--- src/hdl/agen_pkg.sv ---
`default_nettype none

package agen_pkg;

   localparam int ADDR_W     = 10;
   localparam int PERIOD_W   = 10;
   localparam int DELAY_W    = 7;
   localparam int DATA_W     = 32;
   localparam int OFFSET_W   = 2;   // byte offset inside one word.
   localparam int MEM_WORDS  = 256;
   localparam int FIFO_DEPTH = 4;   // also the initial credit count.
   localparam int CREDIT_W   = 3;

   // burst configuration, latched by the generator at run.
   typedef struct packed {
      logic        [PERIOD_W-1:0] period;      // addresses per iteration.
      logic        [PERIOD_W-1:0] duty;        // steps that add incr.
      logic        [ADDR_W-1:0]   iterations;
      logic        [ADDR_W-1:0]   start;       // first byte address.
      logic signed [ADDR_W-1:0]   shift;       // step between periods, in words.
      logic signed [ADDR_W-1:0]   incr;        // step within a period, in words.
      logic        [DELAY_W-1:0]  delay;
   } agen_cfg_t;

   // one buffer entry.
   typedef struct packed {
      logic [ADDR_W-1:0] addr;
      logic              last;
   } addr_item_t;

   typedef enum logic [1:0] {
      ST_IDLE,
      ST_DELAY,
      ST_RUN
   } agen_state_t;

endpackage

`default_nettype wire

--- src/hdl/addr_gen.sv ---
`timescale 1ns/1ps
`default_nettype none

module addr_gen (
   input  wire logic                clk_i,
   input  wire logic                rst_i,
   input  wire logic                run_i,
   input  wire agen_pkg::agen_cfg_t cfg_i,
   input  wire logic                credit_i,
   output logic                     push_o,
   output agen_pkg::addr_item_t     item_o,
   output logic                     done_o
);
   import agen_pkg::*;

   agen_state_t         state;
   agen_cfg_t           cfg_q;
   logic [DELAY_W-1:0]  delay_cnt;
   logic [PERIOD_W-1:0] per_cnt;    // step index within the period.
   logic [ADDR_W-1:0]   iter_cnt;
   logic [ADDR_W-1:0]   addr_q;
   logic [CREDIT_W-1:0] credits;

   logic                per_end;
   logic                iter_end;
   logic                last_addr;
   logic [ADDR_W-1:0]   incr_step;
   logic [ADDR_W-1:0]   shift_step;
   logic [ADDR_W-1:0]   addr_nxt;

   // compare one bit wider so that the +1 cannot wrap.
   assign per_end   = ({1'b0, per_cnt} + 1'b1) >= {1'b0, cfg_q.period};
   assign iter_end  = ({1'b0, iter_cnt} + 1'b1) >= {1'b0, cfg_q.iterations};
   assign last_addr = per_end && iter_end;

   // word steps scaled to bytes, wrapping modulo 2**ADDR_W.
   assign incr_step  = cfg_q.incr << OFFSET_W;
   assign shift_step = cfg_q.shift << OFFSET_W;

   always_comb begin
      addr_nxt = addr_q;
      if (per_end) begin
         addr_nxt = addr_q + shift_step;
      end else if (per_cnt < cfg_q.duty) begin
         addr_nxt = addr_q + incr_step;
      end
   end

   assign push_o      = (state == ST_RUN) && (credits != '0);
   assign item_o.addr = addr_q;
   assign item_o.last = last_addr;

   always_ff @(posedge clk_i or posedge rst_i) begin
      if (rst_i) begin
         state     <= ST_IDLE;
         delay_cnt <= '0;
         per_cnt   <= '0;
         iter_cnt  <= '0;
         done_o    <= 1'b1;
      end else begin
         case (state)
            ST_IDLE: begin
               if (run_i) begin
                  done_o    <= 1'b0;
                  per_cnt   <= '0;
                  iter_cnt  <= '0;
                  delay_cnt <= cfg_i.delay;
                  if (cfg_i.delay == '0) begin
                     state <= ST_RUN;
                  end else begin
                     state <= ST_DELAY;
                  end
               end
            end
            ST_DELAY: begin
               delay_cnt <= delay_cnt - 1'b1;
               if (delay_cnt == DELAY_W'(1)) begin
                  state <= ST_RUN;
               end
            end
            ST_RUN: begin
               if (push_o) begin
                  if (last_addr) begin
                     state  <= ST_IDLE;
                     done_o <= 1'b1;
                  end else if (per_end) begin
                     per_cnt  <= '0;
                     iter_cnt <= iter_cnt + 1'b1;
                  end else begin
                     per_cnt <= per_cnt + 1'b1;
                  end
               end
            end
            default: state <= ST_IDLE;
         endcase
      end
   end

   always_ff @(posedge clk_i) begin
      if ((state == ST_IDLE) && run_i) begin
         cfg_q  <= cfg_i;
         addr_q <= cfg_i.start;
      end else if (push_o) begin
         addr_q <= addr_nxt;  // position survives a stall.
      end
   end

   // one credit per free buffer entry.
   always_ff @(posedge clk_i or posedge rst_i) begin
      if (rst_i) begin
         credits <= CREDIT_W'(FIFO_DEPTH);
      end else begin
         case ({push_o, credit_i})
            2'b10:   credits <= credits - 1'b1;
            2'b01:   credits <= credits + 1'b1;
            default: credits <= credits;
         endcase
      end
   end

   // returned credits must never outnumber the buffer entries.
   a_credit_max: assert property (@(posedge clk_i) disable iff (rst_i)
      credits <= CREDIT_W'(FIFO_DEPTH));

endmodule

`default_nettype wire

--- config.mk ---
export PLATFORM = sky130hd
export DESIGN_NAME = addr_gen
export DESIGN_NICKNAME = d
export VERILOG_FILES = /design/src/hdl/agen_pkg.sv /design/src/hdl/addr_gen.sv
export SDC_FILE = /design/constraint.sdc
export NUM_CORES = 1
export LEC_CHECK = 0
export ABC_CLOCK_PERIOD_IN_PS = 9950
export BUFFER_PORTS_ARGS = -buffer_cell sky130_fd_sc_hd__buf_2
export CAP_MARGIN = 20
export CORE_MARGIN = 4
export CORE_UTILIZATION = 40
export DETAILED_ROUTE_END_ITERATION = 10
export PLACE_DENSITY = 0.59
export REMOVE_ABC_BUFFERS = 1
export SETUP_SLACK_MARGIN = 0.4
export SYNTH_ARGS = -nofsm -noshare
export SYNTH_HDL_FRONTEND = slang
export SYNTH_SLANG_ARGS = --single-unit
--- constraint.sdc ---
create_clock -name clk_i -period 9.95 [get_ports clk_i]
set_input_delay 0.995 -clock clk_i [delete_from_list [all_inputs] [get_ports clk_i]]
set_output_delay 0.995 -clock clk_i [all_outputs]
set_load 0.005 [all_outputs]
==> results by group <==
Run status
  • Outcome: completed

Worst setup path
  • Startpoint Class: flop
  • CP Data Required Time: roughly 10000 ps
  • Reg2reg start: per_cnt[0]
  • Register-to-Register Path Depth: 19
  • CP max FO: 24
  • Reg2Reg Setup Slack: between 5000 and 6000 ps
  • CP endpoint kind: flop
  • Critical path arrival: 4930 ps
  • WS Path Type: reg -> reg
  • Reg-to-reg critical path endpoint: addr_q[8]

Logic synthesis
  • Cell Area, Synth: between 4000 and 5000 sq um
  • Most used DFF post-synth: edfxtp_1
  • Yosys reg bits: 89
  • Top post-synthesis cells by area: edfxtp_1 (34%), dfrtp_1 (16%), ha_1 (11%)
  • Post-synthesis sequential area ratio: between 50% and 60%
  • Post-synth EDFFs: 56
  • Leading area contributor after synthesis: edfxtp_1
  • Most frequent cells after synthesis: edfxtp_1 (56), ha_1 (42), inv_1 (41)
  • Netlist cell types: just under 60
  • Synth top area share: 34.1%
  • Cells after Synth: roughly 430
  • Avg Synthesized Cell Area: 11.5 sq um
  • Most common cell in the netlist: edfxtp_1
  • Post-synth ARST share: about 37%
  • Synth warn: 0

Clock network
  • Sink Count: 89
  • Clock latency on the worst-skew pair: 340 ps
  • # Post-CTS Setup Buffers: 0
  • Root buffer cell: clkbuf_16
  • Maximum clock path buffer count: 2
  • # resized after CTS: 0
  • CTS tree: built
  • H-Tree Depth: 3
  • Clock transition at the registers of the reported paths: 60 ps
  • TritonCTS buffer count: 9
  • Hold Buf Count CTS: 0

Place
  • Hpwl dp: about 7000 microns
  • Port bufs: between 70 and 80
  • # placed instances: 663
  • GPL Wtd Cong: just under 0.8

Die
  • Core Box Area: approximately 12000 sq um
  • Initial core utilization: between 40% and 50%
  • # rows: 40
  • I/O Pins: 84
  • Die Footprint: around 14000 sq um
  • Die Ht: 119 microns
  • Die width: roughly 120 microns

GRT
  • Largest net degree at the start of global routing: 39
  • Total global-route track usage: ~15%
  • Vias in the first global route: 3402
  • Initial antenna violation count: 1
  • First-pass GRT wire length: about 16000 microns
  • Total global routing overflow: 0

Job
  • MaxCap Viol Count: 0

Final layout
  • P&R area growth vs syn: 17.6%
  • Ant. Diodes: 0
  • Fin nets: around 620
  • Final cell count without fillers: about 680
  • Final core utilization: 48.1%
  • Share of layout cells above drive strength 1: around a quarter

STA
  • Hold WS: 498 ps
  • Final Hold Fails: 0
  • Unrepaired setup endpoints after global routing: no
  • Post-route clock period utilization: 48.9%
  • Worst-Margin Slew: 969 ps
  • Clk_skew: between 6 and 7 ps
  • Setup violators final: 0
  • Setup_tns: 0 ps
  • Slew Limit Headroom: 35.2%
  • Fin. max-slew vios: 0
  • Period minus WS final: 4870 ps
  • Upper clock frequency limit: between 200 and 250 MHz

Power
  • Pwr dens: around 250 nW/um^2
  • Peak supply drop: approximately 140 uV
  • Final Total Pwr: around 1.5 mW
  • Pleak: 2.61 nW

Route
  • DR iter-0 viols: 162
  • Vias: approximately 3400
  • Detailed Route WL: just under 10000 microns
  • Antenna-violating nets left: 0
  • DR DRC count: 0
  • Wire per inst: approximately 14 microns
  • Drt first pass iters: 4
  • DR vias/cell: ~5.0

Hold path
  • Hold endpoint: delay_cnt[6]
  • Worst Hold Depth: 1
  • Min-delay src: delay_cnt[6]
  • Hold Path Class: reg -> reg
## flip-flops by register name, summed over array words and instances (netlist names)
| register | count |
|---|---|
| credits | 3 |
| state | 2 |
| addr_q | 10 |
| iter_cnt | 10 |
| per_cnt | 10 |
| cfg_q | 46 |
| delay_cnt | 7 |
| done_o | 1 |
## worst max-delay path by stage
stage                     startpoint          end  slack (ps)
after detailed placement  per_cnt[0]    addr_q[8]        5110
final                     per_cnt[0]    addr_q[8]        5080
after global placement    per_cnt[0]    addr_q[8]        5160
after global routing      per_cnt[0]    addr_q[8]        4730
after floorplan                run_i  iter_cnt[0]        4950
after CTS                 per_cnt[0]    addr_q[8]        5050
## logic make-up after synthesis
logic type	after synthesis	share of synthesized area [%]
adder cells (fa/ha/maj)	44	11.5
XOR/XNOR	26	4.61
buffers and inverters	56	4.76
multiplexers	12	2.79
AO/OA/AOI/OAI	98	14.2
flip-flops	89	50.8
AND/OR/NAND/NOR	103	11.3
## per-layer routing
layer / up-vias / track usage (%) / share of wire, %
li1: 1718 / - / -
met1: 1590 / 18.7 / 47
met2: 80 / 22.7 / 45
met3: 13 / 3.89 / 6.0
met4: 2 / 7.02 / 1.8
met5: - / 0 / 0.072
## placed cells by master (no fill, tap or decap), types with 4 or more instances in the layout
cell type,n
buf_2,79
edfxtp_1,56
ha_1,42
inv_1,41
dfrtp_1,31
nand2_1,28
a21oi_1,24
nor2_1,20
o21ai_0,16
xnor2_1,16
nand3_1,12
xor2_1,10
mux2_2,10
a21o_1,9
clkbuf_16,9
o22a_1,8
o211ai_1,7
and3_1,6
a32o_1,6
nand2b_1,5
a22oi_1,5
nor3_1,4
a31oi_1,4
## report_power, final
| group | internal (mW) | switching [mW] |
|---|---|---|
| logic | 0.224 | 0.274 |
| registers | 0.527 | 0.0950 |
| clock network | 0.225 | 0.135 |
## metrics by stage
| stage | area (sq um) | worst slack (ps) |
|---|---|---|
| floorplan | 4860 | 4950 |
| global placement | 5490 | 5160 |
| detailed placement | 5490 | 5110 |
| CTS | 5810 | 5050 |
| global route | 5810 | 4730 |
| finish | 5810 | 5080 |
## cell type report
cell class	instances	area, sq um
multi-input cells	283	2200
repair buffers	82	418
clock buffers	12	246
flip-flops and latches	89	2510
inverters	41	154
clock inverters	4	67.6
well taps	168	210
fillers	1125	6260
## worst max-delay path, cell delays in order, from the launching register on
cell and delay, ps:
dfrtp_1 470, ha_1 350, nand3_4 150, nor2_1 150
xor2_1 220, ha_1 310, a21o_1 190, a21oi_1 160
o21ai_2 90, a41oi_4 160, buf_4 340, mux2_2 380
ha_1 220, fa_1 430, a21o_1 180, a21oi_1 230
o21bai_1 110, a21oi_1 200, xor2_1 160, o21ai_0 80
Note: power is estimated with default switching activity, not from simulation.
