## src/hdl/agen_pkg.sv

```systemverilog
`default_nettype none

package agen_pkg;

   localparam int ADDR_W     = 10;
   localparam int PERIOD_W   = 10;
   localparam int DELAY_W    = 7;
   localparam int DATA_W     = 32;
   localparam int OFFSET_W   = 2;   // byte offset inside one word.
   localparam int MEM_WORDS  = 256;
   localparam int FIFO_DEPTH = 4;   // also the initial credit count.
   localparam int CREDIT_W   = 3;

   // burst configuration, latched by the generator at run.
   typedef struct packed {
      logic        [PERIOD_W-1:0] period;      // addresses per iteration.
      logic        [PERIOD_W-1:0] duty;        // steps that add incr.
      logic        [ADDR_W-1:0]   iterations;
      logic        [ADDR_W-1:0]   start;       // first byte address.
      logic signed [ADDR_W-1:0]   shift;       // step between periods, in words.
      logic signed [ADDR_W-1:0]   incr;        // step within a period, in words.
      logic        [DELAY_W-1:0]  delay;
   } agen_cfg_t;

   // one buffer entry.
   typedef struct packed {
      logic [ADDR_W-1:0] addr;
      logic              last;
   } addr_item_t;

   typedef enum logic [1:0] {
      ST_IDLE,
      ST_DELAY,
      ST_RUN
   } agen_state_t;

endpackage

`default_nettype wire

```

## src/hdl/addr_fifo.sv

```systemverilog
`timescale 1ns/1ps
`default_nettype none

module addr_fifo (
   input  wire logic                 clk_i,
   input  wire logic                 rst_i,
   input  wire logic                 push_i,
   input  wire agen_pkg::addr_item_t item_i,
   input  wire logic                 pop_i,
   output logic                      head_valid_o,
   output agen_pkg::addr_item_t      head_item_o,
   output logic                      credit_o
);
   import agen_pkg::*;

   addr_item_t                    mem [FIFO_DEPTH];
   logic [$clog2(FIFO_DEPTH)-1:0] wr_ptr;
   logic [$clog2(FIFO_DEPTH)-1:0] rd_ptr;
   logic [CREDIT_W-1:0]           count;   // 0 to FIFO_DEPTH.

   assign head_valid_o = (count != '0);
   assign head_item_o  = mem[rd_ptr];

   always_ff @(posedge clk_i) begin
      if (push_i) begin
         mem[wr_ptr] <= item_i;
      end
   end

   // pointers wrap on their own, depth is a power of two.
   always_ff @(posedge clk_i or posedge rst_i) begin
      if (rst_i) begin
         wr_ptr <= '0;
         rd_ptr <= '0;
      end else begin
         if (push_i) begin
            wr_ptr <= wr_ptr + 1'b1;
         end
         if (pop_i) begin
            rd_ptr <= rd_ptr + 1'b1;
         end
      end
   end

   always_ff @(posedge clk_i or posedge rst_i) begin
      if (rst_i) begin
         count <= '0;
      end else begin
         case ({push_i, pop_i})
            2'b10:   count <= count + 1'b1;
            2'b01:   count <= count - 1'b1;
            default: count <= count;
         endcase
      end
   end

   // the freed entry goes back to the producer one cycle later.
   always_ff @(posedge clk_i or posedge rst_i) begin
      if (rst_i) begin
         credit_o <= 1'b0;
      end else begin
         credit_o <= pop_i;
      end
   end

   // the producer's credit count must keep the queue from overflowing.
   a_no_overflow: assert property (@(posedge clk_i) disable iff (rst_i)
      push_i |-> (count != CREDIT_W'(FIFO_DEPTH)));

   a_no_underflow: assert property (@(posedge clk_i) disable iff (rst_i)
      pop_i |-> (count != '0));

endmodule

`default_nettype wire

```

## config.mk

```make
export PLATFORM = sky130hd
export DESIGN_NAME = addr_fifo
export DESIGN_NICKNAME = d
export VERILOG_FILES = /design/src/hdl/agen_pkg.sv /design/src/hdl/addr_fifo.sv
export SDC_FILE = /design/constraint.sdc
export NUM_CORES = 1
export LEC_CHECK = 0
export ABC_AREA = 1
export BUFFER_PORTS_ARGS = -buffer_cell sky130_fd_sc_hd__buf_2
export CAP_MARGIN = 20
export CORE_UTILIZATION = 55
export CTS_BUF_LIST = sky130_fd_sc_hd__clkbuf_16
export DETAILED_ROUTE_END_ITERATION = 7
export PLACE_DENSITY = 0.79
export SYNTH_ARGS = -nofsm -noshare
export SYNTH_HDL_FRONTEND = slang
export SYNTH_SLANG_ARGS = --single-unit
```

## constraint.sdc

```tcl
create_clock -name clk_i -period 1.5 [get_ports clk_i]
set_input_delay 0.3 -clock clk_i [delete_from_list [all_inputs] [get_ports clk_i]]
set_output_delay 0.3 -clock clk_i [all_outputs]
set_load 0.03 [all_outputs]
```

==> metrics.md, run 1 <==
| Metric | Value |
|---|---|
| Status | complete, but fails checks |
| Failing checks | setup timing |
| Row cnt | 22 |
| Crit path max fanout | 17 |
| Vias | roughly 1.4k |
| Register area share after synthesis | 0.690 |
| Max Cap Viol | 0 |
| ANT nets after route | 0 |
| Final setup viols | 11 |
| Worst endpoint required time | ~1.2 ns |
| GRT busiest layer | met2 |
| Synth top area cells | edfxtp_1, dfrtp_1, nand2_1 |
| Syn_area_per_cell | roughly 12 sq um |
| Slew headroom | 0.787 |
| CTS tree | yes |
| CP top delay family | flip-flops |
| Post-Synthesis Cell Area | 2210 sq um |
| Avg WL per Cell | approximately 15 um |
| Seq cells post-synth | 52 |
| Synthesized net count | a little under 200 |
| First-pass DRT Iterations | 4 |
| Clk_skew | around 0.0063 ns |
| Initial antenna violation count | 0 |
| Crit path DAT | 1.34 ns |
| CP startpoint kind | flip-flop |
| Worst min path class | primary input to flip-flop |
| Post-layout power | about 5.7 mW |
| First-pass GRT wire length | ~6.3 mm |
| GRT Total Usage | 0.209 |
| Max Slew Vio Count | 0 |
| DRC viols | 0 |
| # port buffers | 27 |
| Post-synth ARST share | 0.154 |
| CTS sink cnt | 52 |
| Sw power | roughly 2.1 mW |
| Pleak | ~1.2 nW |
| Die H | between 60 and 70 um |
| Switching portion of total power | 0.367 |
| Antenna Cells | 0 |
| Die Wd | 65.3 um |
| Routing usage on met2 | 0.387 |
| CP Capture Type | output pin |
| Setup ws final | -0.142 ns |
| Part of the cycle the worst path needs | 1.09 |
| Clock-pin slew on the worst setup and hold paths | 0.07 ns |
| CTS root buffer | clkbuf_16 |
| Core area | ~3700 sq um |
| Fmax | around 610 MHz |
| Power per cell area | approximately 2100 nW/um^2 |
| GR Overflow Total | 0 |
| Crit path buf inv count | 2 |
| Worst path slowest cell | dfrtp_1 |
| H-tree depth | 2 |
| Min Tclk post-route | 1.64 ns |
| Met3 Usage GRT | 0.0399 |
| Die Area | 4270 sq um |
| Via density per instance | 5.18 |
| GP Congestion | 0.756 |
| Seq pwr share | 0.356 |
| Critical path class | flip-flop to output pin |
| Nets | 240 |
| Clock power frac | 0.221 |
| I/O pin count | 28 |
| Syn. warnings | 0 |
| GRT met1 Usage | 0.224 |
| Layout cells sized above 1 | 0.223 |
| Synth unique cells | 14 |
| Critical path, cell by cell | buf_6 > nand2_1 > o211ai_1 > nand2_1 > buf_6 |
| Worst-Margin Slew | 0.320 ns |
| CTS Buf Count | 5 |
| Largest net degree at the start of global routing | 29 |
| Post-synth top cells | edfxtp_1, nand2_1, inv_1, o211ai_1, dfrtp_1 |
| Post-synth EDFFs | 44 |
| Post-DP HPWL | between 2 and 3 mm |
| RSZ-0062 raised after global routing | true |
| Initial Util | 0.589 |
| Worst vdd rail ir drop | ~0.001 V |
| Synth Flop Type | edfxtp_1 |
| Util after Layout | 0.716 |
| Iter 0 DRT Violations | between 100 and 150 |
| Number of global-route vias before repair | between 1k and 1.5k |
| Internal | approximately 3.6 mW |
| Final Hold Violating Endpoints | 0 |
| Post-Synthesis Cells | roughly 180 |
| Synth-to-Final Area Change | 21.4% |
| Combinational Power Share | 0.423 |
| Yosys top cell by area | edfxtp_1 |
| Crit path largest cell delay | ~0.4 ns |
| Final wirelength | about 4 mm |
| Clock latency on the worst-skew pair | ~0.29 ns |
| Max clock buf depth | 2 |
| Area share of the largest cell type after synthesis | 0.599 |
-- registers in the layout, indices dropped and copies added, names as in the netlist --
name      count
credit_o      1
wr_ptr        2
rd_ptr        2
mem          44
count         3
-- per-stage QoR --
step	instances	cell area (sq um)	TNS (ns)	hold slack (ns)	setup WS [ns]
after floorplan	178	2210	0	0.116	0.0844
after global placement	258	2430	0	0.251	0.102
after detailed placement	258	2430	0	0.266	0.0401
after CTS	268	2660	-1.21	0.170	-0.141
after global routing	268	2680	-1.89	0.181	-0.191
final	268	2680	-1.13	0.171	-0.142
-- final cells by class --
type	instances	area [sq um]
clock inverter	3	42.5
tap	48	60.1
fill	259	1060
sequential	52	1520
clock buffer	5	125
multi-input combinational	81	474
timing repair buffer	42	317
inverter	37	139
-- per-layer routing --
layer  routed length, um  vias up
li1                    -      669
met1                1500      671
met2                2230       41
met3                 196        6
met4                  60        0
met5                   0        -
-- timing repair --
item | 4_1_cts | 5_1_grt
gates resized for setup | 14 | 7
endpoints found under the hold margin | 8 | 0
setup endpoints to repair | 11 | 11
gates cloned | 0 | 0
pin swaps | 3 | 4
buffers inserted | 1 | 0
hold buffers | 1 | 0
-- cells by family after synthesis --
kind of cell / count (synthesis) / share of synthesized area
adder cells (fa/ha/maj): 6 / 0.0374
AO/OA/AOI/OAI: 24 / 0.0794
AND/OR/NAND/NOR: 47 / 0.0822
flip-flops: 52 / 0.690
XOR/XNOR: 4 / 0.0159
buffers and inverters: 45 / 0.0953
-- final timing paths --
kind                                 from             end  slack, ns  cells after the start
worst max-delay path            rd_ptr[0]  head_item_o[5]      -0.14                      5
min in group asynchronous           rst_i        credit_o       0.49                      3
max in group asynchronous           rst_i        count[0]       0.77                      3
worst max register to register  wr_ptr[0]       mem[0][8]       0.20                      5
worst min register to register   count[0]        count[0]       0.50                      1
worst min-delay path                pop_i        credit_o       0.17                      1
-- power groups by stage --
| stage | Sequential (mW) | Clock (mW) | Combinational (mW) |
|---|---|---|---|
| 6_report | 2.05 | 1.27 | 2.43 |
| 5_1_grt | 2.07 | 1.33 | 2.65 |
| 4_1_cts | 2.05 | 1.28 | 2.37 |
| 3_5_place_dp | 2.06 | 0 | 2.14 |
| 3_3_place_gp | 2.04 | 0 | 2.03 |
| 2_1_floorplan | 2.03 | 0 | 1.57 |
-- worst register-to-register path, stage by stage (launching register included) --
cell and delay (ns):
dfrtp_1 0.43, inv_1 0.11, ha_1 0.16, nand2_1 0.06
inv_1 0.08, buf_4 0.18
-- cell usage in the layout (no fill, tap or decap) --
| cell type | instances |
|---|---|
| buf_12 | 1 |
| o211ai_1 | 22 |
| ha_1 | 5 |
| nand3_1 | 2 |
| buf_2 | 19 |
| fa_1 | 1 |
| clkbuf_16 | 5 |
| o21ai_0 | 2 |
| bufinv_16 | 1 |
| dfrtp_1 | 8 |
| xnor2_1 | 1 |
| clkinv_2 | 1 |
| buf_4 | 12 |
| inv_1 | 37 |
| edfxtp_1 | 44 |
| nand4_1 | 1 |
| clkinvlp_4 | 1 |
| dlygate4sd3_1 | 1 |
| buf_6 | 9 |
| nand2_1 | 44 |
| xor2_1 | 3 |
(Power assumes the default switching activity.)
==> inputs of run 2 (changes only) <==
--- a/config.mk
+++ b/config.mk
@@ -8,10 +8,11 @@
 export ABC_AREA = 1
 export BUFFER_PORTS_ARGS = -buffer_cell sky130_fd_sc_hd__buf_2
 export CAP_MARGIN = 20
-export CORE_UTILIZATION = 55
+export CORE_UTILIZATION = 56
 export CTS_BUF_LIST = sky130_fd_sc_hd__clkbuf_16
 export DETAILED_ROUTE_END_ITERATION = 7
-export PLACE_DENSITY = 0.79
+export GPL_ROUTABILITY_DRIVEN = 0
+export PLACE_DENSITY = 0.81
 export SYNTH_ARGS = -nofsm -noshare
 export SYNTH_HDL_FRONTEND = slang
 export SYNTH_SLANG_ARGS = --single-unit
==> run 2 against run 1 <==
Clock skew down 0.0019 ns. Critical endpoint is now head_item_o[4]. Worst setup slack better by 0.031 ns. Critical path depth down 1. The flow still finishes with violations (setup timing). Via count down 7.1%. Critical path type unchanged.
==> metrics.md, run 2 (synthesis gave the netlist of run 1 again) <==
| Metric | Value |
|---|---|
| Status | complete, but fails checks |
| Failing checks | setup timing |
| Die H | ~65 um |
| Fin cells | around 270 |
| Internal | roughly 3.6 mW |
| I/O pin count | 28 |
| Hold wc startpoint | pop_i |
| Antenna Cells | 0 |
| Clock power frac | 0.187 |
| Vias | 1289 |
| Crit path DAT | 1.31 ns |
| Avg WL per Cell | between 10 and 15 um |
| Multi-input gate area | 474 sq um |
| Worst vdd rail ir drop | about 0.0010 V |
| Worst endpoint required time | between 1 and 1.5 ns |
| Critical path, cell by cell | buf_12 > o211ai_1 > nand2_1 > buf_6 |
| First-pass DRT Iterations | 4 |
| Hold EP | credit_o |
| Critical path class | flip-flop to output pin |
| Combinational Power Share | 0.447 |
| Max clock buf depth | 2 |
| Biggest regs | mem x44, count x3 |
| Seq pwr share | 0.366 |
| RSZ-0062 raised after global routing | true |
| Post-DP HPWL | 2.33 mm |
| Hold path cells | 1 |
| Worst-Margin Slew | between 0.2 and 0.3 ns |
| Die Wd | approximately 65 um |
| Setup slack, reg-to-reg | 0.24 ns |
| CTS root buffer | clkbuf_16 |
| Part of the cycle the worst path needs | 1.07 |
| Layout fillers | 241 |
| Number of global-route vias before repair | 1262 |
| Layout cells sized above 1 | 0.203 |
| CTS tree | yes |
| Clk_skew | approximately 0.0044 ns |
| Reg-to-Reg Start | wr_ptr[0] |
| Max Slew Vio Count | 0 |
| Post-CTS Setup Inserts | 0 |
| # port buffers | 27 |
| Final setup viols | 11 |
| Commonest non-fill, non-tap cells in the layout | nand2_1, edfxtp_1, inv_1, o211ai_1, buf_2 |
| H-tree depth | 2 |
| CTS Buf Count | 5 |
| Final Hold Violating Endpoints | 0 |
| GRT Total Usage | 0.198 |
| Sw power | between 2 and 2.5 mW |
| Via density per instance | between 4 and 5 |
| Worst min path class | primary input to flip-flop |
| Largest Register | mem |
| GR Overflow Total | 0 |
| Post-layout power | 5.59 mW |
| DRC viols | 0 |
| Pleak | between 1 and 1.5 nW |
| Largest register FFs | 44 |
| Min Tclk post-route | around 1.6 ns |
| CTS sink cnt | between 50 and 60 |
| Crit path max fanout | 26 |
| Final wirelength | roughly 3.6 mm |
| R2R cell count | 5 |
| Core area | between 3000 and 4000 sq um |
| Setup WS pre-CTS | around 0.017 ns |
| Worst path slowest cell | dfrtp_1 |
| Initial Util | 0.594 |
| Fmax | around 620 MHz |
| Placed instance count | around 260 |
| Switching portion of total power | 0.362 |
| Slew headroom | 0.802 |
| Crit path largest cell delay | 0.41 ns |
| FF/Latch Area | roughly 1500 sq um |
| Max Cap Viol | 0 |
| Initial antenna violation count | 0 |
| Synth-to-Final Area Change | 22.3% |
| Worst r2r dst | mem[2][3] |
| CP Capture Type | output pin |
| Power per cell area | ~2100 nW/um^2 |
| Iter 0 DRT Violations | 31 |
| Die Area | 4190 sq um |
| First-pass GRT wire length | a little under 6 mm |
| Clock latency on the worst-skew pair | between 0.2 and 0.3 ns |
| Row cnt | 22 |
| CP startpoint kind | flip-flop |
| ANT nets after route | 0 |
| Nets | 237 |
| Largest net degree at the start of global routing | 27 |
| Clock-pin slew on the worst setup and hold paths | roughly 0.06 ns |
| Setup ws final | -0.110 ns |
-- run 2: changes by cell type in the layout (fill, tap and decap cells not counted), sizes merged --
cell and change:
bufinv -1, inv +1, buf -3
-- run 2: power groups by stage --
stage	clock, mW	sequential, mW	combinational [mW]
global route	1.14	2.07	2.70
finish	1.05	2.04	2.50
global placement	0	2.05	2.13
floorplan	0	2.03	1.57
CTS	1.07	2.04	2.52
detailed placement	0	2.07	2.18
-- run 2: worst max path at each step --
stage	start	to	slack [ns]	cells past startpoint
finish	rd_ptr[0]	head_item_o[4]	-0.11	4
floorplan	push_i	count[2]	0.08	9
detailed placement	push_i	count[2]	0.02	9
CTS	rd_ptr[0]	head_item_o[1]	-0.12	4
global route	rd_ptr[0]	head_item_o[2]	-0.17	4
global placement	push_i	count[2]	0.11	9
-- run 2: metal layers --
metal,wire (um),vias to the layer above,share of wire,global-route usage
met5,0,-,0,0
met1,1500,598,0.42,0.222
met4,47,0,0.013,0.0667
met2,1900,22,0.53,0.354
met3,108,5,0.030,0.0581
li1,-,664,-,-
-- run 2: what timing repair did --
action | in CTS | in global routing
endpoints found under the setup margin | 11 | 11
gates cloned | 0 | 0
pin swaps | 2 | 6
hold buffers | 1 | 0
gates resized for setup | 23 | 0
hold endpoints to repair | 8 | 0
-- run 2: area by class of cell --
cell class | count | share of cell area
Multi-Input combinational cell | 81 | 0.176
Tap cell | 48 | 0.0223
Inverter | 37 | 0.0515
Timing Repair Buffer | 39 | 0.135
Sequential cell | 52 | 0.564
Clock inverter | 3 | 0.00557
Clock buffer | 5 | 0.0464
-- run 2: worst max-delay path: cells and delay by family (launching register included) --
kind	cells	cell delay, ns
AND/OR/NAND/NOR	1	0.10
AO/OA/AOI/OAI	1	0.19
flip-flops	1	0.41
buffers and inverters	2	0.32
-- run 2: metrics by stage --
| stage | TNS (ns) | util | hold slack [ns] | area [sq um] |
|---|---|---|---|---|
| 4_1_cts | -1.04 | 0.726 | 0.182 | 2700 |
| 3_5_place_dp | 0 | 0.666 | 0.251 | 2470 |
| 2_1_floorplan | 0 | - | 0.116 | 2210 |
| 5_1_grt | -1.64 | 0.726 | 0.185 | 2700 |
| 6_report | -0.915 | 0.726 | 0.186 | 2700 |
| 3_3_place_gp | 0 | 0.666 | 0.251 | 2470 |
